### config.mk
export PLATFORM = sky130hd
export DESIGN_NAME = cce_top
export DESIGN_NICKNAME = d
export VERILOG_FILES = /design/src/verilog/cce_pkg.sv /design/src/verilog/cce_dir_slice.sv /design/src/verilog/cce_gad.sv /design/src/verilog/cce_req_ctrl.sv /design/src/verilog/cce_top.sv
export VERILOG_INCLUDE_DIRS = /design/src /design/src/include
export SDC_FILE = /design/constraint.sdc
export NUM_CORES = 1
export LEC_CHECK = 0
export BUFFER_PORTS_ARGS = -buffer_cell sky130_fd_sc_hd__clkbuf_2
export CAP_MARGIN = 30
export CORE_UTILIZATION = 39
export CTS_CLUSTER_SIZE = 28
export DETAILED_ROUTE_END_ITERATION = 10
export SLEW_MARGIN = 10
export SYNTH_ARGS = -nofsm -noshare
export SYNTH_HDL_FRONTEND = slang
export SYNTH_HIERARCHICAL = 1
export SYNTH_SLANG_ARGS = --single-unit
### constraint.sdc
create_clock -name clk_i -period 5 [get_ports clk_i]
set_clock_uncertainty 0.05 [all_clocks]
set_input_delay 0.25 -clock clk_i [delete_from_list [all_inputs] [get_ports clk_i]]
set_output_delay 0.25 -clock clk_i [all_outputs]
set_load 0.02 [all_outputs]
### src/include/cce_cfg.svh
// Coherence directory configuration: system sizes and MSI state and command encodings
`ifndef CCE_CFG_SVH
`define CCE_CFG_SVH

// Number of cache engines served by this home node
`define CCE_NUM_LCE 4

// Block address width, index taken from the low bits
`define CCE_ADDR_W 16

// Directory sets per LCE slice
`define CCE_SETS 8

// MSI coherence states
`define CCE_ST_I 2'd0
`define CCE_ST_S 2'd1
`define CCE_ST_M 2'd2

// Commands sent to the LCEs
`define CCE_CMD_INV 2'd0
`define CCE_CMD_GRANT_S 2'd1
`define CCE_CMD_GRANT_M 2'd2

`endif

### src/verilog/cce_pkg.sv
// Coherence directory package with derived field widths and block address split helpers
`default_nettype none

`include "cce_cfg.svh"

package cce_pkg;

  // LCE identifier width
  localparam int LCE_ID_W = $clog2(`CCE_NUM_LCE);

  // Set index and tag split of a block address
  localparam int IDX_W = $clog2(`CCE_SETS);
  localparam int TAG_W = `CCE_ADDR_W - IDX_W;

  // Ack counter has to reach the full LCE count
  localparam int CNT_W = LCE_ID_W + 1;

  // Set index from the low-order address bits
  function automatic logic [IDX_W-1:0] addr_index(
    input logic [`CCE_ADDR_W-1:0] addr
  );
    return addr[IDX_W-1:0];
  endfunction

  // Tag from the bits above the index
  function automatic logic [TAG_W-1:0] addr_tag(
    input logic [`CCE_ADDR_W-1:0] addr
  );
    return addr[`CCE_ADDR_W-1:IDX_W];
  endfunction

endpackage

`default_nettype wire

### src/verilog/cce_dir_slice.sv
// Directory slice for one LCE: direct-mapped tag and state per set, synchronous lookup
`default_nettype none

`include "cce_cfg.svh"

module cce_dir_slice
  import cce_pkg::*;
  #(parameter int lce_id_p = 0)
  (input wire                      clk_i
   , input wire                    rst_n_i

   // Lookup and write, broadcast from the controller
   , input wire                    rd_v_i
   , input wire [IDX_W-1:0]        idx_i
   , input wire [TAG_W-1:0]        tag_i
   , input wire                    wr_v_i
   , input wire [`CCE_NUM_LCE-1:0] wr_mask_i
   , input wire [1:0]              wr_state_i

   // Lookup result, valid the cycle after rd_v_i
   , output logic                  hit_o
   , output logic [1:0]            state_o
  );

  localparam int SETS = `CCE_SETS;

  logic [TAG_W-1:0] tag_mem [SETS];
  logic [1:0]       state_mem [SETS];

  logic [TAG_W-1:0] rd_tag_q;
  logic [TAG_W-1:0] cmp_tag_q;
  logic [1:0]       rd_state_q;
  logic             wr_en;

  // Only this LCE's bit of the mask selects the slice
  assign wr_en = wr_v_i && wr_mask_i[lce_id_p];

  always_ff @(posedge clk_i) begin
    if (wr_en) begin
      tag_mem[idx_i] <= tag_i;
    end
  end

  // Every entry starts invalid
  always_ff @(posedge clk_i) begin
    if (!rst_n_i) begin
      for (int s = 0; s < SETS; s++) begin
        state_mem[s] <= `CCE_ST_I;
      end
    end else if (wr_en) begin
      state_mem[idx_i] <= wr_state_i;
    end
  end

  always_ff @(posedge clk_i) begin
    if (!rst_n_i) begin
      rd_state_q <= `CCE_ST_I;
    end else if (rd_v_i) begin
      rd_state_q <= state_mem[idx_i];
    end
  end

  // Stored tag and lookup tag captured together
  always_ff @(posedge clk_i) begin
    if (rd_v_i) begin
      rd_tag_q  <= tag_mem[idx_i];
      cmp_tag_q <= tag_i;
    end
  end

  // A different tag in the set is a miss for this block
  assign hit_o   = (rd_state_q != `CCE_ST_I) && (rd_tag_q == cmp_tag_q);
  assign state_o = rd_state_q;

endmodule

`default_nettype wire

### src/verilog/cce_gad.sv
// GAD reduction: turns per-LCE lookup results into sharer mask, M owner and requestor state
`default_nettype none

`include "cce_cfg.svh"

module cce_gad
  import cce_pkg::*;
  (input wire                         clk_i
   , input wire                       rst_n_i

   , input wire [`CCE_NUM_LCE-1:0]    hits_i
   , input wire [2*`CCE_NUM_LCE-1:0]  states_i
   , input wire [LCE_ID_W-1:0]        req_lce_i

   , output logic [`CCE_NUM_LCE-1:0]  sharer_mask_o
   , output logic                     owner_v_o
   , output logic [LCE_ID_W-1:0]      owner_lce_o
   , output logic [1:0]               req_state_o
  );

  localparam int N = `CCE_NUM_LCE;

  logic [1:0] req_state_d;

  // Walk downwards so the lowest index owner wins
  always_comb begin
    sharer_mask_o = '0;
    owner_v_o     = 1'b0;
    owner_lce_o   = '0;
    for (int i = N - 1; i >= 0; i--) begin
      if (hits_i[i] && (i != int'(req_lce_i))) begin
        if ((states_i[2*i +: 2] == `CCE_ST_S) || (states_i[2*i +: 2] == `CCE_ST_M)) begin
          sharer_mask_o[i] = 1'b1;
        end
        if (states_i[2*i +: 2] == `CCE_ST_M) begin
          owner_v_o   = 1'b1;
          owner_lce_o = LCE_ID_W'(i);
        end
      end
    end
  end

  // Requestor miss reads as I
  always_comb begin
    if (hits_i[req_lce_i]) begin
      req_state_d = states_i[{req_lce_i, 1'b0} +: 2];
    end else begin
      req_state_d = `CCE_ST_I;
    end
  end

  // Needed only at grant time, so it is taken off the lookup path
  always_ff @(posedge clk_i) begin
    if (!rst_n_i) begin
      req_state_o <= `CCE_ST_I;
    end else begin
      req_state_o <= req_state_d;
    end
  end

endmodule

`default_nettype wire

### src/verilog/cce_req_ctrl.sv
// Request controller: holds one LCE request, runs the MSI transaction and drives the directory
`default_nettype none

`include "cce_cfg.svh"

module cce_req_ctrl
  import cce_pkg::*;
  (input wire                         clk_i
   , input wire                       rst_n_i

   // LCE request channel
   , input wire                       lce_req_v_i
   , input wire [LCE_ID_W-1:0]        lce_req_lce_i
   , input wire                       lce_req_write_i
   , input wire [`CCE_ADDR_W-1:0]     lce_req_addr_i
   , output logic                     lce_req_ready_o

   // LCE response channel, invalidation acks
   , input wire                       lce_resp_v_i
   , input wire [LCE_ID_W-1:0]        lce_resp_lce_i
   , input wire [`CCE_ADDR_W-1:0]     lce_resp_addr_i
   , output logic                     lce_resp_ready_o

   // LCE command channel
   , output logic                     lce_cmd_v_o
   , output logic [1:0]               lce_cmd_type_o
   , output logic [LCE_ID_W-1:0]      lce_cmd_lce_o
   , output logic [`CCE_ADDR_W-1:0]   lce_cmd_addr_o
   , input wire                       lce_cmd_ready_i

   // From the GAD
   , input wire [`CCE_NUM_LCE-1:0]    sharer_mask_i
   , input wire                       owner_v_i
   , input wire [LCE_ID_W-1:0]        owner_lce_i
   , input wire [1:0]                 req_state_i

   // To the slices and the GAD
   , output logic                     dir_rd_v_o
   , output logic [IDX_W-1:0]         dir_idx_o
   , output logic [TAG_W-1:0]         dir_tag_o
   , output logic                     dir_wr_v_o
   , output logic [`CCE_NUM_LCE-1:0]  dir_wr_mask_o
   , output logic [1:0]               dir_wr_state_o
   , output logic [LCE_ID_W-1:0]      req_lce_o
  );

  localparam int N = `CCE_NUM_LCE;

  localparam logic [2:0] ST_IDLE     = 3'd0;
  localparam logic [2:0] ST_READ     = 3'd1;
  localparam logic [2:0] ST_RESOLVE  = 3'd2;
  localparam logic [2:0] ST_INV      = 3'd3;
  localparam logic [2:0] ST_WAIT_ACK = 3'd4;
  localparam logic [2:0] ST_GRANT    = 3'd5;
  localparam logic [2:0] ST_UPDATE   = 3'd6;

  logic [2:0]             state_q;
  logic [2:0]             state_d;

  // Request header buffer
  logic [LCE_ID_W-1:0]    req_lce_q;
  logic                   req_write_q;
  logic [`CCE_ADDR_W-1:0] req_addr_q;

  logic [N-1:0]           inv_mask_q;
  logic [N-1:0]           inv_pend_q;
  logic [N-1:0]           inv_mask_d;
  logic [CNT_W-1:0]       sent_q;
  logic [CNT_W-1:0]       ack_q;
  logic [LCE_ID_W-1:0]    inv_lce;
  logic [N-1:0]           req_onehot;
  logic [1:0]             grant_state;
  logic                   req_fire;
  logic                   cmd_fire;
  logic                   ack_ok;

  assign req_fire = lce_req_v_i && lce_req_ready_o;
  assign cmd_fire = lce_cmd_v_o && lce_cmd_ready_i;

  // Only acks from an invalidated LCE for this block are counted
  assign ack_ok = lce_resp_v_i && lce_resp_ready_o && inv_mask_q[lce_resp_lce_i]
                  && (lce_resp_addr_i == req_addr_q);

  assign req_onehot  = N'(1) << req_lce_q;
  assign grant_state = req_write_q ? `CCE_ST_M : `CCE_ST_S;

  // Reads recall only an M owner, writes clear every other holder
  always_comb begin
    if (req_write_q) begin
      inv_mask_d = sharer_mask_i;
    end else if (owner_v_i) begin
      inv_mask_d = N'(1) << owner_lce_i;
    end else begin
      inv_mask_d = '0;
    end
  end

  // Lowest pending index goes out first
  always_comb begin
    inv_lce = '0;
    for (int i = N - 1; i >= 0; i--) begin
      if (inv_pend_q[i]) begin
        inv_lce = LCE_ID_W'(i);
      end
    end
  end

  always_ff @(posedge clk_i) begin
    if (req_fire) begin
      req_lce_q   <= lce_req_lce_i;
      req_write_q <= lce_req_write_i;
      req_addr_q  <= lce_req_addr_i;
    end
  end

  always_comb begin
    state_d = state_q;
    case (state_q)
      ST_IDLE:     if (req_fire) state_d = ST_READ;
      ST_READ:     state_d = ST_RESOLVE;
      ST_RESOLVE:  state_d = ST_INV;
      ST_INV: begin
        // Empty mask only happens on entry
        if (inv_pend_q == '0) begin
          state_d = ST_GRANT;
        end else if (cmd_fire && ((inv_pend_q & (inv_pend_q - 1'b1)) == '0)) begin
          state_d = ST_WAIT_ACK;
        end
      end
      ST_WAIT_ACK: if (ack_q == sent_q) state_d = ST_GRANT;
      ST_GRANT:    if (cmd_fire) state_d = ST_UPDATE;
      ST_UPDATE:   state_d = ST_IDLE;
      default:     state_d = ST_IDLE;
    endcase
  end

  always_ff @(posedge clk_i) begin
    if (!rst_n_i) begin
      state_q    <= ST_IDLE;
      inv_mask_q <= '0;
      inv_pend_q <= '0;
      sent_q     <= '0;
      ack_q      <= '0;
    end else begin
      state_q <= state_d;
      if (state_q == ST_RESOLVE) begin
        inv_mask_q <= inv_mask_d;
        inv_pend_q <= inv_mask_d;
        sent_q     <= '0;
        ack_q      <= '0;
      end else begin
        if (cmd_fire && (state_q == ST_INV)) begin
          inv_pend_q <= inv_pend_q & (inv_pend_q - 1'b1);
          sent_q     <= sent_q + 1'b1;
        end
        if (ack_ok) begin
          ack_q <= ack_q + 1'b1;
        end
      end
    end
  end

  assign lce_req_ready_o = (state_q == ST_IDLE);

  // Counters only differ while acks are outstanding
  assign lce_resp_ready_o = (ack_q != sent_q);

  // All command fields come from registers, so they hold under back-pressure
  assign lce_cmd_v_o    = ((state_q == ST_INV) && (inv_pend_q != '0)) || (state_q == ST_GRANT);
  assign lce_cmd_type_o = (state_q == ST_GRANT) ? (req_write_q ? `CCE_CMD_GRANT_M
                                                              : `CCE_CMD_GRANT_S)
                                                : `CCE_CMD_INV;
  assign lce_cmd_lce_o  = (state_q == ST_GRANT) ? req_lce_q : inv_lce;
  assign lce_cmd_addr_o = req_addr_q;

  assign dir_rd_v_o = (state_q == ST_READ);
  assign dir_idx_o  = addr_index(req_addr_q);
  assign dir_tag_o  = addr_tag(req_addr_q);
  assign req_lce_o  = req_lce_q;

  // Requestor entry on grant acceptance, then invalidated holders to I
  assign dir_wr_v_o     = ((state_q == ST_GRANT) && cmd_fire && (req_state_i != grant_state))
                          || ((state_q == ST_UPDATE) && (inv_mask_q != '0));
  assign dir_wr_mask_o  = (state_q == ST_UPDATE) ? inv_mask_q : req_onehot;
  assign dir_wr_state_o = (state_q == ST_UPDATE) ? `CCE_ST_I : grant_state;

endmodule

`default_nettype wire

### src/verilog/cce_top.sv
// Coherence engine top: request controller, per-LCE directory slices and GAD reduction
`default_nettype none

`include "cce_cfg.svh"

module cce_top
  import cce_pkg::*;
  (input wire                       clk_i
   , input wire                     rst_n_i

   , input wire                     lce_req_v_i
   , input wire [LCE_ID_W-1:0]      lce_req_lce_i
   , input wire                     lce_req_write_i
   , input wire [`CCE_ADDR_W-1:0]   lce_req_addr_i
   , output logic                   lce_req_ready_o

   , input wire                     lce_resp_v_i
   , input wire [LCE_ID_W-1:0]      lce_resp_lce_i
   , input wire [`CCE_ADDR_W-1:0]   lce_resp_addr_i
   , output logic                   lce_resp_ready_o

   , output logic                   lce_cmd_v_o
   , output logic [1:0]             lce_cmd_type_o
   , output logic [LCE_ID_W-1:0]    lce_cmd_lce_o
   , output logic [`CCE_ADDR_W-1:0] lce_cmd_addr_o
   , input wire                     lce_cmd_ready_i
  );

  localparam int N = `CCE_NUM_LCE;

  // Controller to slices
  logic                dir_rd_v;
  logic [IDX_W-1:0]    dir_idx;
  logic [TAG_W-1:0]    dir_tag;
  logic                dir_wr_v;
  logic [N-1:0]        dir_wr_mask;
  logic [1:0]          dir_wr_state;
  logic [LCE_ID_W-1:0] req_lce;

  // Slices to GAD
  logic [N-1:0]        slice_hits;
  logic [2*N-1:0]      slice_states;

  // GAD to controller
  logic [N-1:0]        sharer_mask;
  logic                owner_v;
  logic [LCE_ID_W-1:0] owner_lce;
  logic [1:0]          req_hit_state;

  cce_req_ctrl ctrl (
    .clk_i            (clk_i),
    .rst_n_i          (rst_n_i),
    .lce_req_v_i      (lce_req_v_i),
    .lce_req_lce_i    (lce_req_lce_i),
    .lce_req_write_i  (lce_req_write_i),
    .lce_req_addr_i   (lce_req_addr_i),
    .lce_req_ready_o  (lce_req_ready_o),
    .lce_resp_v_i     (lce_resp_v_i),
    .lce_resp_lce_i   (lce_resp_lce_i),
    .lce_resp_addr_i  (lce_resp_addr_i),
    .lce_resp_ready_o (lce_resp_ready_o),
    .lce_cmd_v_o      (lce_cmd_v_o),
    .lce_cmd_type_o   (lce_cmd_type_o),
    .lce_cmd_lce_o    (lce_cmd_lce_o),
    .lce_cmd_addr_o   (lce_cmd_addr_o),
    .lce_cmd_ready_i  (lce_cmd_ready_i),
    .sharer_mask_i    (sharer_mask),
    .owner_v_i        (owner_v),
    .owner_lce_i      (owner_lce),
    .req_state_i      (req_hit_state),
    .dir_rd_v_o       (dir_rd_v),
    .dir_idx_o        (dir_idx),
    .dir_tag_o        (dir_tag),
    .dir_wr_v_o       (dir_wr_v),
    .dir_wr_mask_o    (dir_wr_mask),
    .dir_wr_state_o   (dir_wr_state),
    .req_lce_o        (req_lce)
  );

  // One slice per LCE
  for (genvar g = 0; g < N; g++) begin : g_slice
    cce_dir_slice #(.lce_id_p(g)) slice (
      .clk_i      (clk_i),
      .rst_n_i    (rst_n_i),
      .rd_v_i     (dir_rd_v),
      .idx_i      (dir_idx),
      .tag_i      (dir_tag),
      .wr_v_i     (dir_wr_v),
      .wr_mask_i  (dir_wr_mask),
      .wr_state_i (dir_wr_state),
      .hit_o      (slice_hits[g]),
      .state_o    (slice_states[2*g +: 2])
    );
  end

  cce_gad gad (
    .clk_i         (clk_i),
    .rst_n_i       (rst_n_i),
    .hits_i        (slice_hits),
    .states_i      (slice_states),
    .req_lce_i     (req_lce),
    .sharer_mask_o (sharer_mask),
    .owner_v_o     (owner_v),
    .owner_lce_o   (owner_lce),
    .req_state_o   (req_hit_state)
  );

endmodule

`default_nettype wire
-- Word-level counts from Yosys, hierarchy flattened
Memories as Yosys holds them, arrays and structs flattened. A register that Yosys moved wholly into a read port is not among the register bits.
Cells that the tools add are included.
- shift-type cells: 3
- equal/unequal tests: 29
- bitwise logic cells: 2
- magnitude comparators: 2
- reduce and logical (&&, ||, !) cells: 51
- $add $sub $neg: 3
- multiplexer cells: 76
- operator list (operator ; count):
    13-bit == test ; 4
    2-bit two-way mux ; 20
    1-bit two-way mux ; 39
    3-bit two-way mux ; 9
    1-bit logical AND ; 23
    4-bit two-way mux ; 5
    3-bit one-hot mux with 6 select lines ; 1
    16-bit == test ; 1
    2-bit nonzero test ; 6
    2-bit OR reduction ; 5
    3-bit == test (second input constant) ; 3
    2-bit by 1-bit == test with 1-bit output (second input constant) ; 4
    2-bit == test (second input constant) ; 4
    4-bit logical NOT ; 2
    4-bit nonzero test ; 2
    8-bit by 4-bit indexed part select with 2-bit output ; 1
    1-bit by 2-bit left shift with 4-bit output (first input constant) ; 2
    3-bit by 1-bit adder with 3-bit output (second input constant) ; 2
    3-bit by 2-bit == test with 1-bit output (second input constant) ; 2
    1-bit logical OR ; 6
    2-bit by 3-bit less-than comparator with 1-bit output (second input constant) ; 2
    4-bit bitwise AND ; 1
    1-bit binary-select mux with 2-bit select ; 2
    1-bit logical NOT ; 4
    14 further kinds ; 16
- output and inout port bits: 23
- bits in writable memories: 480
- memories kept: 8
- flip-flop bits (word level): 51
- input bits: 42
- word-level logic and storage cells: 184
- memories (name ; depth ; width ; rd ports ; clocked after Yosys merged registers in ; wr ports ; RTL line ; text):
    g_slice[0].slice.tag_mem ; 8 ; 13 ; 1 ; 1 ; 1 ; cce_dir_slice.sv:27 ; logic [TAG_W-1:0] tag_mem [SETS];
    g_slice[1].slice.tag_mem ; 8 ; 13 ; 1 ; 1 ; 1 ; cce_dir_slice.sv:27 ;
    g_slice[2].slice.tag_mem ; 8 ; 13 ; 1 ; 1 ; 1 ; cce_dir_slice.sv:27 ;
    g_slice[3].slice.tag_mem ; 8 ; 13 ; 1 ; 1 ; 1 ; cce_dir_slice.sv:27 ;
    g_slice[0].slice.state_mem ; 8 ; 2 ; 1 ; 1 ; 8 ; cce_dir_slice.sv:28 ; logic [1:0] state_mem [SETS];
    g_slice[1].slice.state_mem ; 8 ; 2 ; 1 ; 1 ; 8 ; cce_dir_slice.sv:28 ;
    +2 memories ; - ; - ; - ; - ; - ; - ;

-- Logic depth before layout (Yosys ltp)
Gate-level depths: netlist of run 1.
- word-level depth: 14
- mapped depth: 12
- depth with buffers taken out: 12

-- Cells and area by module
Netlist of run 1, hierarchy kept.
- modules (own cells, without submodules) (module ; area an instance (µm²) ; sequential area each (µm²) ; cells an instance ; times used):
    cce_dir_slice at g_slice[1].slice ... ; 5759.3 ; 4424.2 ; 342 ; 3
    cce_dir_slice at g_slice[0].slice ; 5826.8 ; 4424.2 ; 340 ; 1
    cce_req_ctrl ; 1959.4 ; 910.9 ; 200 ; 1
    cce_gad ; 355.3 ; 40.0 ; 44 ; 1

-- Worst setup path after synthesis of run 1
No wires, ideal clock.
- path type: register to register
- from: register ctrl.state_q[0]
- to: register g_slice[0].slice.rd_state_q[1], read port of g_slice[0].slice.state_mem
- library setup time: 0.135 ns
- clock period less this slack: 4.082 ns
- slack: 0.918 ns
- stages on the path, launching flop included: 6
- arrival time: 3.897 ns
- path buffers: 1
- required time: 4.815 ns
- path through: dfxtp_1 clkbuf_1 and3_1 o21ai_0 a21oi_1 a21oi_1
- longest elaborated chain between the ends: 1
- RTL lines (what ; RTL line ; text):
    start: declaration ; cce_req_ctrl.sv:57 ; logic [2:0] state_q;
    start signal: assignment ; cce_req_ctrl.sv:145 ; state_q <= state_d;
    3-bit by 1-bit == test with 1-bit output ; cce_req_ctrl.sv:176 ; assign dir_rd_v_o = (state_q == ST_READ);
    named net dir_rd_v ; cce_top.sv:32 ; logic dir_rd_v;
    end: declaration ; cce_dir_slice.sv:32 ; logic [1:0] rd_state_q;
The timed path passes the listed nets, and every way through them passes these cells.
A chain may end at the register's enable or synchronous reset.

-- Worst setup path after layout of run 1
- from: register g_slice[3].slice.cmp_tag_q[7]
- to: register ctrl.inv_pend_q[0]
- longest elaborated chain between the ends: 14
- elaborated cells between the ends (all ways): 31
- those cells by class: eq/ne (4); shift (1); mux (18); reduce/logical (8)
- RTL lines (what ; RTL line ; text):
    start: declaration ; cce_dir_slice.sv:31 ; logic [TAG_W-1:0] cmp_tag_q;
    start signal: assignment ; cce_dir_slice.sv:67 ; cmp_tag_q <= tag_i;
    13-bit == test (*) ; cce_dir_slice.sv:72 ; assign hit_o = (rd_state_q != `CCE_ST_I) && (rd_tag_q == cmp_tag_q);
    1-bit logical AND (*) ; cce_dir_slice.sv:72 ;
    named net slice_hits[3] ; cce_top.sv:41 ; logic [N-1:0] slice_hits;
    1-bit logical AND (*) ; cce_gad.sv:31 ; if (hits_i[i] && (i != int'(req_lce_i))) begin
    2-bit two-way mux (*) ; cce_gad.sv:31 ;
    2-bit two-way mux ; cce_gad.sv:35 ; if (states_i[2*i +: 2] == `CCE_ST_M) begin
    2-bit two-way mux (*) ; cce_gad.sv:31 ;
    2-bit two-way mux ; cce_gad.sv:35 ;
    2-bit two-way mux (*) ; cce_gad.sv:31 ;
    2-bit two-way mux ; cce_gad.sv:35 ;
    2-bit two-way mux (*) ; cce_gad.sv:31 ;
    named net owner_lce[0] ; cce_top.sv:47 ; logic [LCE_ID_W-1:0] owner_lce;
    1-bit by 2-bit left shift with 4-bit output (*) ; cce_req_ctrl.sv:92 ; inv_mask_d = N'(1) << owner_lce_i;
    4-bit two-way mux (*) ; cce_req_ctrl.sv:91 ; end else if (owner_v_i) begin
    4-bit two-way mux (*) ; cce_req_ctrl.sv:89 ; if (req_write_q) begin
    4-bit two-way mux (*) ; cce_req_ctrl.sv:146 ; if (state_q == ST_RESOLVE) begin
    end signal: assignment ; cce_req_ctrl.sv:148 ; inv_pend_q <= inv_mask_d;
    end signal: assignment ; cce_req_ctrl.sv:153 ; inv_pend_q <= inv_pend_q & (inv_pend_q - 1'b1);
    end: declaration ; cce_req_ctrl.sv:66 ; logic [N-1:0] inv_pend_q;
Mark *: on every way through the listed nets, which the timed path passes. The rest lies on a longest branch.

==> out/results.ini, run 1 <==
[cts]
clockBufferDepth = 3
cts_tree = yes
cts_resized = 0
h-tree-depth = 3
cts_buffers = 66
cts.sinks = 630
postCtsHoldBufs = 19
cts_setup_buffers = 0
clock_latency_ns = 0.60
ctsRootBufferMaster = clkbuf_16
clk_pin_slew_ns = 0.06

[worst_setup_path]
cp.arrival_ns = 3.63
critPathMaxFanout = 4
cp-end-kind = register
critPathLaunchType = register
cp.required_ns = 5.44
rr_endpoint = ctrl/inv_pend_q[0]
r2r_cells = 12
reg2reg_from = g_slice[3].slice/cmp_tag_q[7]
r2r_slack_ns = 1.81
worst-setup-path-type = register to register

[global_routing]
grt_start_max_net_pins = 81
grt_pass1_vias = 14520
grt_usage = 0.1912
antenna_found_initial = 5
grt_pass1_wl_mm = 93.61
grt_overflow = 0

[sta]
hold-worst-slack_ns = 0.08209
fin_tns_setup_ns = 0
fin_crit_ns = 3.193
finalSetupViolations = 0
tightest_slew_ns = 0.9443
worst_slack_ns = 1.807
fin_crit_sh = 0.6385
report.final.slew_viol_count = 0
rsz0062_at_grt = false
slew_headroom = 0.3647
finalHoldViolCount = 0
fmax_ghz = 0.3132

[power]
vdd.ir_drop.worst_v = 0.0002047
swShare = 0.2313
power_frac_comb = 0.089
intPower_mw = 9.165
p_leak_nw = 9.433
p_clk_frac = 0.396
power.net_switching_mw = 2.757
power.density_nw_per_um2 = 410.3
seqPwrFrac = 0.515

[placement]
pre_cts_slack_ns = 1.834
io_buffer_count = 64
dpl.hpwl_mm = 39.10
place_congestion = 0.8395
post-place-cells = 2499

[drt]
drt-pass1-iter-count = 5
routed_wl_mm = 63.20
post-route-drc-count = 0
drt_iter0_drc = 1610
wl_per_cell_um = 23.95
drt.antenna.violating_nets = 0
viasPerCell = 5.532
vias = 14600

[die]
die_y_um = 257.3
start_util = 0.3943
floorplan.core_area_sq_um = 64460
rows = 93
fp.dieW_um = 257.3
pin_count = 65
fp.dieArea_sq_um = 66200

[logic_synthesis]
ys.flop_type = edfxtp_1
synth_cell_type_count = 68
synth_area_per_cell_sq_um = 15.79
synth.area.top_cells = edfxtp_1 (71%), xnor2_1 (2.3%), a22oi_1 (2.2%), dfxtp_1 (2.1%), mux2_2 (2.1%)
yosysWarnings = 6
synth_edf_count = 603
yosys.area.top_type = edfxtp_1
synth_async_sr_flop_share = 0
netlist_instances = 1610
synth_area_sq_um = 25420
seq_area_frac_synth = 0.7336
synth.top_cell.area_share = 0.7123
ys_ff_latch = 630
syn_nets = 1658

[finish]
final_net_count = 1780
area_delta_synth_final_pct = 14.29
finalNonFillerCells = 2639
n_fill_cell = 5625
mostFrequentLayoutCell = edfxtp_1
mostFrequentLayoutCells = edfxtp_1 (603), nor2_1 (132), nand2_1 (85)
final_layout_size_suffix_gt1_frac = 0.1764

[worst_hold_path]
holdPathStages = 5
hold_end = ctrl/ack_q[1]
min_from = lce_resp_v_i
holdCritPathClass = primary input to register

[status]
outcome = completed

[run]
max-cap-violations = 0

sequential cells by signal, indices dropped and copies added (netlist names), 3 cells and up:
register                 count
g_slice.slice/cmp_tag_q     52
g_slice.slice/rd_tag_q      52
ctrl/state_q                 3
ctrl/sent_q                  3
g_slice.slice/state_o        8
ctrl/inv_mask_q              4
g_slice.slice/tag_mem      416
ctrl/ack_q                   3
ctrl/lce_cmd_addr_o         16
ctrl/inv_pend_q              4
g_slice.slice/state_mem     64
worst max-delay path by stage:
stage,to,depth (start not counted),from,slack (ns)
2_1_floorplan,g_slice[0].slice/state_o[1],5,ctrl/state_q[0],0.92
3_3_place_gp,ctrl/inv_pend_q[0],12,g_slice[3].slice/cmp_tag_q[7],1.96
3_5_place_dp,ctrl/inv_pend_q[0],12,g_slice[3].slice/cmp_tag_q[7],1.83
4_1_cts,ctrl/inv_pend_q[0],12,g_slice[3].slice/cmp_tag_q[7],1.82
5_1_grt,ctrl/inv_mask_q[0],12,g_slice[3].slice/cmp_tag_q[7],1.44
6_report,ctrl/inv_pend_q[0],12,g_slice[3].slice/cmp_tag_q[7],1.81
power groups by stage:
stage / sequential (mW) / combinational (mW) / clock (mW)
3_5_place_dp: 6.26 / 1.05 / 0
2_1_floorplan: 6.26 / 0.666 / 0
4_1_cts: 6.14 / 1.07 / 4.80
3_3_place_gp: 6.25 / 1.03 / 0
6_report: 6.14 / 1.06 / 4.72
5_1_grt: 6.15 / 1.15 / 5.02
kinds of logic (layout without fill, tap and decap cells):
family                   after synthesis  after routing  synth area share
XOR/XNOR                              73             73           0.02515
buffers and inverters                120            290           0.02771
flip-flops                           630            630            0.7336
AND/OR/NAND/NOR                      360            360           0.06896
other                                  0              4                 0
adder cells (fa/ha/maj)                6              6          0.002953
multiplexers                          99             99           0.05021
AO/OA/AOI/OAI                        322            322           0.09141
layout make-up:
class                           count  area (sq um)  area share
Clock buffer                       84          1823     0.06275
Tap cell                          855          1070     0.03682
Timing Repair Buffer              147          1059     0.03643
Inverter                           27         101.3    0.003488
Antenna cell                        4         10.01   0.0003445
Sequential cell                   630         18650      0.6419
Multi-Input combinational cell    860          6082      0.2093
Clock inverter                     32         260.3    0.008958
metal layers:
metal  routed length [um]  part of all wire  GRT usage
met1                26560              0.42     0.2598
met2                30640              0.48     0.3139
met3                 4730             0.075    0.03191
met4                 1275             0.020    0.05901
met5                    0                 0          0
synth_stat cells (11+ instances only):
cell / instances
o21ai_0: 64
nand3_1: 26
mux2_2: 48
o22ai_1: 17
a21oi_1: 26
clkbuf_1: 17
a221oi_1: 46
a32oi_1: 14
buf_4: 32
nor2_1: 132
dfxtp_1: 27
nand4_1: 24
a22oi_1: 76
buf_6: 11
a22o_1: 11
xnor2_1: 68
nand2_1: 85
nor2b_1: 13
inv_1: 21
mux2i_1: 24
buf_2: 32
edfxtp_1: 603
through the flow:
stage            util  total power, mW  area [sq um]
2_1_floorplan       -            6.927         25420
3_3_place_gp   0.4148            7.283         26740
3_5_place_dp   0.4152            7.309         26760
4_1_cts        0.4504            12.02         29040
5_1_grt        0.4505            12.32         29040
6_report       0.4507            11.92         29050
worst max-delay path, cell delays in order, from the launching register on:
cell and delay (ns):
edfxtp_1 0.39, xnor2_1 0.22, nand4_1 0.11, nor4_1 0.76
nand2_1 0.20, a21oi_1 0.24, a21oi_1 0.07, o32ai_1 0.43
inv_1 0.12, a32oi_1 0.19, nor2_1 0.08, a31oi_1 0.17
nor2b_1 0.06
No activity file was read; power rests on OpenSTA's default activity.
==> run 2, diff against run 1 <==
==> constraint.sdc (replaced) <==
create_clock -name clk_i -period 3 [get_ports clk_i]
set_clock_uncertainty 0.05 [all_clocks]
set_input_delay 0.15 -clock clk_i [delete_from_list [all_inputs] [get_ports clk_i]]
set_output_delay 0.15 -clock clk_i [all_outputs]
set_load 0.02 [all_outputs]
==> run 2 against run 1 <==
Effect of this change:
- wire length is 2.4% higher
- worst hold slack worse by 0.022 ns
- die area stayed put
- sequential share of layout area is 0.59 points lower
- maximum frequency is 17% higher
- clock-buffer cell count stayed put
- non-clock buffer count is 26 higher
- critical path depth stayed put
- worst setup slack worse by 1.5 ns
- register-to-register slack worse by 1.5 ns
- final cell count is 0.95% higher
- design area is 0.93% higher
- critical endpoint is now ctrl/inv_pend_q[3]
- largest cell class unchanged
- largest power group unchanged
==> out/results.ini, run 2 (synthesis gave the netlist of run 1 again) <==
[cts]
clk_pin_slew_ns = 0.06
cts_setup_buffers = 0
ctsRootBufferMaster = clkbuf_16
cts_tree = yes
cts_buffers = 66
cts.sinks = 630
clockBufferDepth = 3
h-tree-depth = 3
clock_latency_ns = 0.59

[die]
rows = 93
pin_count = 65
floorplan.core_area_sq_um = 64460
start_util = 0.3943
fp.dieW_um = 257.3
fp.dieArea_sq_um = 66200
die_y_um = 257.3

[finish]
final_cell_area_sq_um = 29320
largest_register = g_slice.slice/tag_mem
reg_top3 = g_slice.slice/tag_mem (416), g_slice.slice/state_mem (64)
n_fill_cell = 5614
largest_reg_flops = 416
mostFrequentLayoutCells = edfxtp_1 (603), nor2_1 (132), nand2_1 (85)
diodes = 0
mostFrequentLayoutCell = edfxtp_1
final_layout_size_suffix_gt1_frac = 0.1874
area_delta_synth_final_pct = 15.36
final_net_count = 1806

[sta]
fmax_ghz = 0.3659
finalSetupViolations = 0
fin_tns_setup_ns = 0
finalHoldViolCount = 0
rsz0062_at_grt = false
fin_crit_sh = 0.9110
tightest_slew_ns = 0.8762
fin_crit_ns = 2.733
worst_slack_ns = 0.2671
report.final.slew_viol_count = 0
slew_headroom = 0.4158
hold-worst-slack_ns = 0.05993

[worst_setup_path]
critPathMaxFanout = 3
critPathLaunchType = register
cp-end-kind = register
worst-setup-path-type = register to register
cp.arrival_ns = 3.16
cp.required_ns = 3.43

[drt]
drt_iter0_drc = 1512
post-route-drc-count = 0
routed_wl_mm = 64.74
wl_per_cell_um = 24.30
drt.antenna.violating_nets = 0
drt-pass1-iter-count = 6
vias = 14860
viasPerCell = 5.578

[power]
power.net_switching_mw = 4.653
report.power.total_mw = 20.15
seqPwrFrac = 0.507
power_frac_comb = 0.091
p_clk_frac = 0.401
p_leak_nw = 9.600
vdd.ir_drop.worst_v = 0.0003102
power.density_nw_per_um2 = 687.1
intPower_mw = 15.49
swShare = 0.2309

[global_routing]
antenna_found_initial = 1
grt_pass1_wl_mm = 95.33
grt_start_max_net_pins = 65
grt_pass1_vias = 14750
grt_overflow = 0
grt_usage = 0.1951

[placement]
place_congestion = 0.8733
pre_cts_slack_ns = 0.3256
io_buffer_count = 64
dpl.hpwl_mm = 40.42
placed_cell_area_sq_um = 26960

[worst_hold_path]
holdCritPathClass = primary input to register

[run]
max-cap-violations = 0

[status]
outcome = completed

==> run 2: cell types whose count changed in the layout (fill, tap and decap cells not counted), sizes merged <==
cell         previous run  this run
clkbuf                149       148
clkinvlp                1         2
inv                    29        27
dlygate4sd3            19        21
bufinv                  4         5
clkinv                 25        28
buf                    63        88
diode                   4         0
==> run 2: power by group through the flow <==
stage	sequential, mW	clock (mW)	combinational, mW
6_report	10.2	8.09	1.84
5_1_grt	10.2	8.56	1.98
4_1_cts	10.2	8.23	1.84
3_5_place_dp	10.4	0	1.81
3_3_place_gp	10.4	0	1.80
2_1_floorplan	10.4	0	1.11
==> run 2: final timing paths <==
path	start	endpoint	slack, ns	depth (start not counted)
setup / recovery	g_slice[0].slice/cmp_tag_q[4]	ctrl/inv_pend_q[3]	0.27	12
hold / removal	lce_resp_addr_i[14]	ctrl/ack_q[0]	0.06	6
setup reg to reg	g_slice[0].slice/cmp_tag_q[4]	ctrl/inv_pend_q[3]	0.27	12
hold reg to reg	ctrl/ack_q[2]	ctrl/ack_q[2]	0.46	2
==> run 2: critical path: stages (launching register included) <==
cell	delay, ns
edfxtp_1	0.38
xnor2_1	0.24
nand4_1	0.14
nor4_1	0.45
buf_4	0.23
and2_1	0.17
a31oi_1	0.06
a21oi_1	0.15
nor2b_1	0.08
nor2b_1	0.15
a32oi_1	0.24
nor2_1	0.08
o21a_1	0.20
==> run 2: metrics by stage <==
step                      cells  utilization
after CTS                  2664       0.4549
after global placement     2524       0.4182
after floorplan            1610            -
after global routing       2664       0.4549
final                      2664       0.4549
after detailed placement   2524       0.4182
==> run 2: area by class of cell <==
type / instances / area, sq um / share of cell area
sequential: 630 / 18650 / 0.6359
clock buffer: 84 / 1868 / 0.06370
clock inverter: 35 / 289.0 / 0.009856
timing repair buffer: 173 / 1266 / 0.04318
tap: 855 / 1070 / 0.03648
multi-input combinational: 860 / 6082 / 0.2074
inverter: 27 / 101.3 / 0.003456
==> run 2: layer usage <==
layer	GRT usage	share of wire	wire length, um	vias to the layer above
li1	-	-	-	6614
met5	0	0	0	-
met4	0.07347	0.034	2212	0
met1	0.2634	0.42	27150	7556
met2	0.3154	0.48	31030	595
met3	0.03349	0.067	4347	95
==> run 2: what timing repair did <==
action | in CTS | in global routing
hold buffers | 21 | 0
endpoints found under the hold margin | 25 | 0
resized for setup | 0 | 0
==> run 3, diff against run 2 <==
--- a/config.mk
+++ b/config.mk
@@ -11,6 +11,7 @@
 export CORE_UTILIZATION = 39
 export CTS_CLUSTER_SIZE = 28
 export DETAILED_ROUTE_END_ITERATION = 10
+export RECOVER_POWER = 100
 export SLEW_MARGIN = 10
 export SYNTH_ARGS = -nofsm -noshare
 export SYNTH_HDL_FRONTEND = slang
==> run 3 against run 2 <==
Effect of this change:
- core utilization is 0.29 points lower
- worst hold slack better by 0.041 ns
- first-iteration DRC count is 1.4% lower
- critical path depth is 7 lower
- non-clock buffer count stayed put
- power is 0.15% lower
- worst setup slack worse by 0.11 ns
- combinational power is 2% lower
- critical path type unchanged
- highest routed layer unchanged
==> out/results.ini, run 3 (synthesis gave the netlist of run 1 again) <==
[die]
die_y_um = 257.3
fp.dieW_um = 257.3
start_util = 0.3943
fp.dieArea_sq_um = 66200
rows = 93
floorplan.core_area_sq_um = 64460
pin_count = 65

[worst_setup_path]
cp.arrival_ns = 3.31
critPathLaunchType = register
r2r_slack_ns = 0.15
critPathMaxFanout = 56
worst-setup-path-type = register to register
cp.required_ns = 3.46
cp-end-kind = register

[worst_hold_path]
holdCritPathClass = primary input to register

[sta]
fin_crit_ns = 2.848
fin_crit_sh = 0.9492
worst_slack_ns = 0.1525
finalHoldViolCount = 0
slew_headroom = 0.2353
fin_tns_setup_ns = 0
finalSetupViolations = 0
rsz0062_at_grt = false
hold-worst-slack_ns = 0.1007
tightest_slew_ns = 1.138
fmax_ghz = 0.3512
report.final.slew_viol_count = 0

[placement]
pre_cts_slack_ns = 0.3256
place_congestion = 0.8733
post-place-cells = 2524
io_buffer_count = 64
dpl.hpwl_mm = 40.42
placed_cell_area_sq_um = 26960

[cts]
clockBufferDepth = 3
cts_tree = yes
cts_setup_buffers = 0
clk_pin_slew_ns = 0.06
ctsRootBufferMaster = clkbuf_16
cts.sinks = 630
clock_latency_ns = 0.60
cts_buffers = 66
h-tree-depth = 3

[finish]
mostFrequentLayoutCell = edfxtp_1
finalNonFillerCells = 2664
final_layout_size_suffix_gt1_frac = 0.1647
largest_reg_flops = 416
final_net_count = 1806
largest_register = g_slice.slice/tag_mem
reg_top3 = g_slice.slice/tag_mem (416), g_slice.slice/state_mem (64)
area_delta_synth_final_pct = 14.64
diodes = 0
final_cell_area_sq_um = 29140
mostFrequentLayoutCells = edfxtp_1 (603), nor2_1 (133), nand2_1 (85)

[power]
power.density_nw_per_um2 = 690.4
p_leak_nw = 9.441
vdd.ir_drop.worst_v = 0.0003101

[drt]
vias = 14910
routed_wl_mm = 64.81
drt_iter0_drc = 1491
drt-pass1-iter-count = 6
wl_per_cell_um = 24.33
drt.antenna.violating_nets = 0
viasPerCell = 5.595
post-route-drc-count = 0

[global_routing]
antenna_found_initial = 2
grt_start_max_net_pins = 65
grt_usage = 0.1951
grt_pass1_vias = 14750
grt_overflow = 0
grt_pass1_wl_mm = 95.33

[status]
outcome = completed

[run]
max-cap-violations = 0

[run 3: routing by layer]
layer | wire [um] | vias up | share of wire | GRT usage
met2 | 31170 | 562 | 0.48 | 0.3154
met5 | 0 | - | 0 | 0
met4 | 2212 | 0 | 0.034 | 0.07347
met1 | 27460 | 7628 | 0.42 | 0.2634
li1 | - | 6625 | - | -
met3 | 3974 | 91 | 0.061 | 0.03349
[run 3: final cells by class]
| cell class | count | area, sq um |
|---|---|---|
| fillers | 5652 | 35320 |
| inverters | 27 | 101.3 |
| clock inverters | 35 | 289.0 |
| clock buffers | 84 | 1868 |
| flip-flops and latches | 630 | 18650 |
| repair buffers | 173 | 1134 |
| multi-input cells | 860 | 6031 |
| well taps | 855 | 1070 |
[run 3: timing repair]
item	4_1_cts	5_1_grt
hold buffers	21	0
gates resized for setup	0	0
hold endpoints to repair	25	0
[run 3: path summary, 6_finish.rpt]
| kind | depth (start not counted) | endpoint | from |
|---|---|---|---|
| worst max-delay path | 5 | g_slice[1].slice/state_o[1] | ctrl/lce_cmd_addr_o[0] |
| worst max register to register | 5 | g_slice[1].slice/state_o[1] | ctrl/lce_cmd_addr_o[0] |
| worst min-delay path | 4 | ctrl/state_q[0] | lce_req_v_i |
| worst min register to register | 2 | ctrl/ack_q[2] | ctrl/ack_q[2] |
[run 3: report_power, final]
group          internal (mW)  total [mW]  leakage (nW)  switching, mW
combinational          0.582        1.80          2.61           1.21
clock                   4.83        8.09          1.06           3.26
sequential              10.1        10.2          5.77          0.176
total                   15.5        20.1          9.44           4.65
[run 3: per-stage QoR]
step                power [mW]    util
global placement         12.20  0.4182
detailed placement       12.22  0.4182
global route             20.75  0.4520
CTS                      20.30  0.4549
floorplan                11.53       -
finish                   20.12  0.4520
[run 3: worst max-delay path: stages (launching register included)]
cell and delay, ns:
edfxtp_1 0.66, buf_12 0.36, inv_1 0.24, nor3_1 0.96, a22oi_1 0.20, a41oi_1 0.27
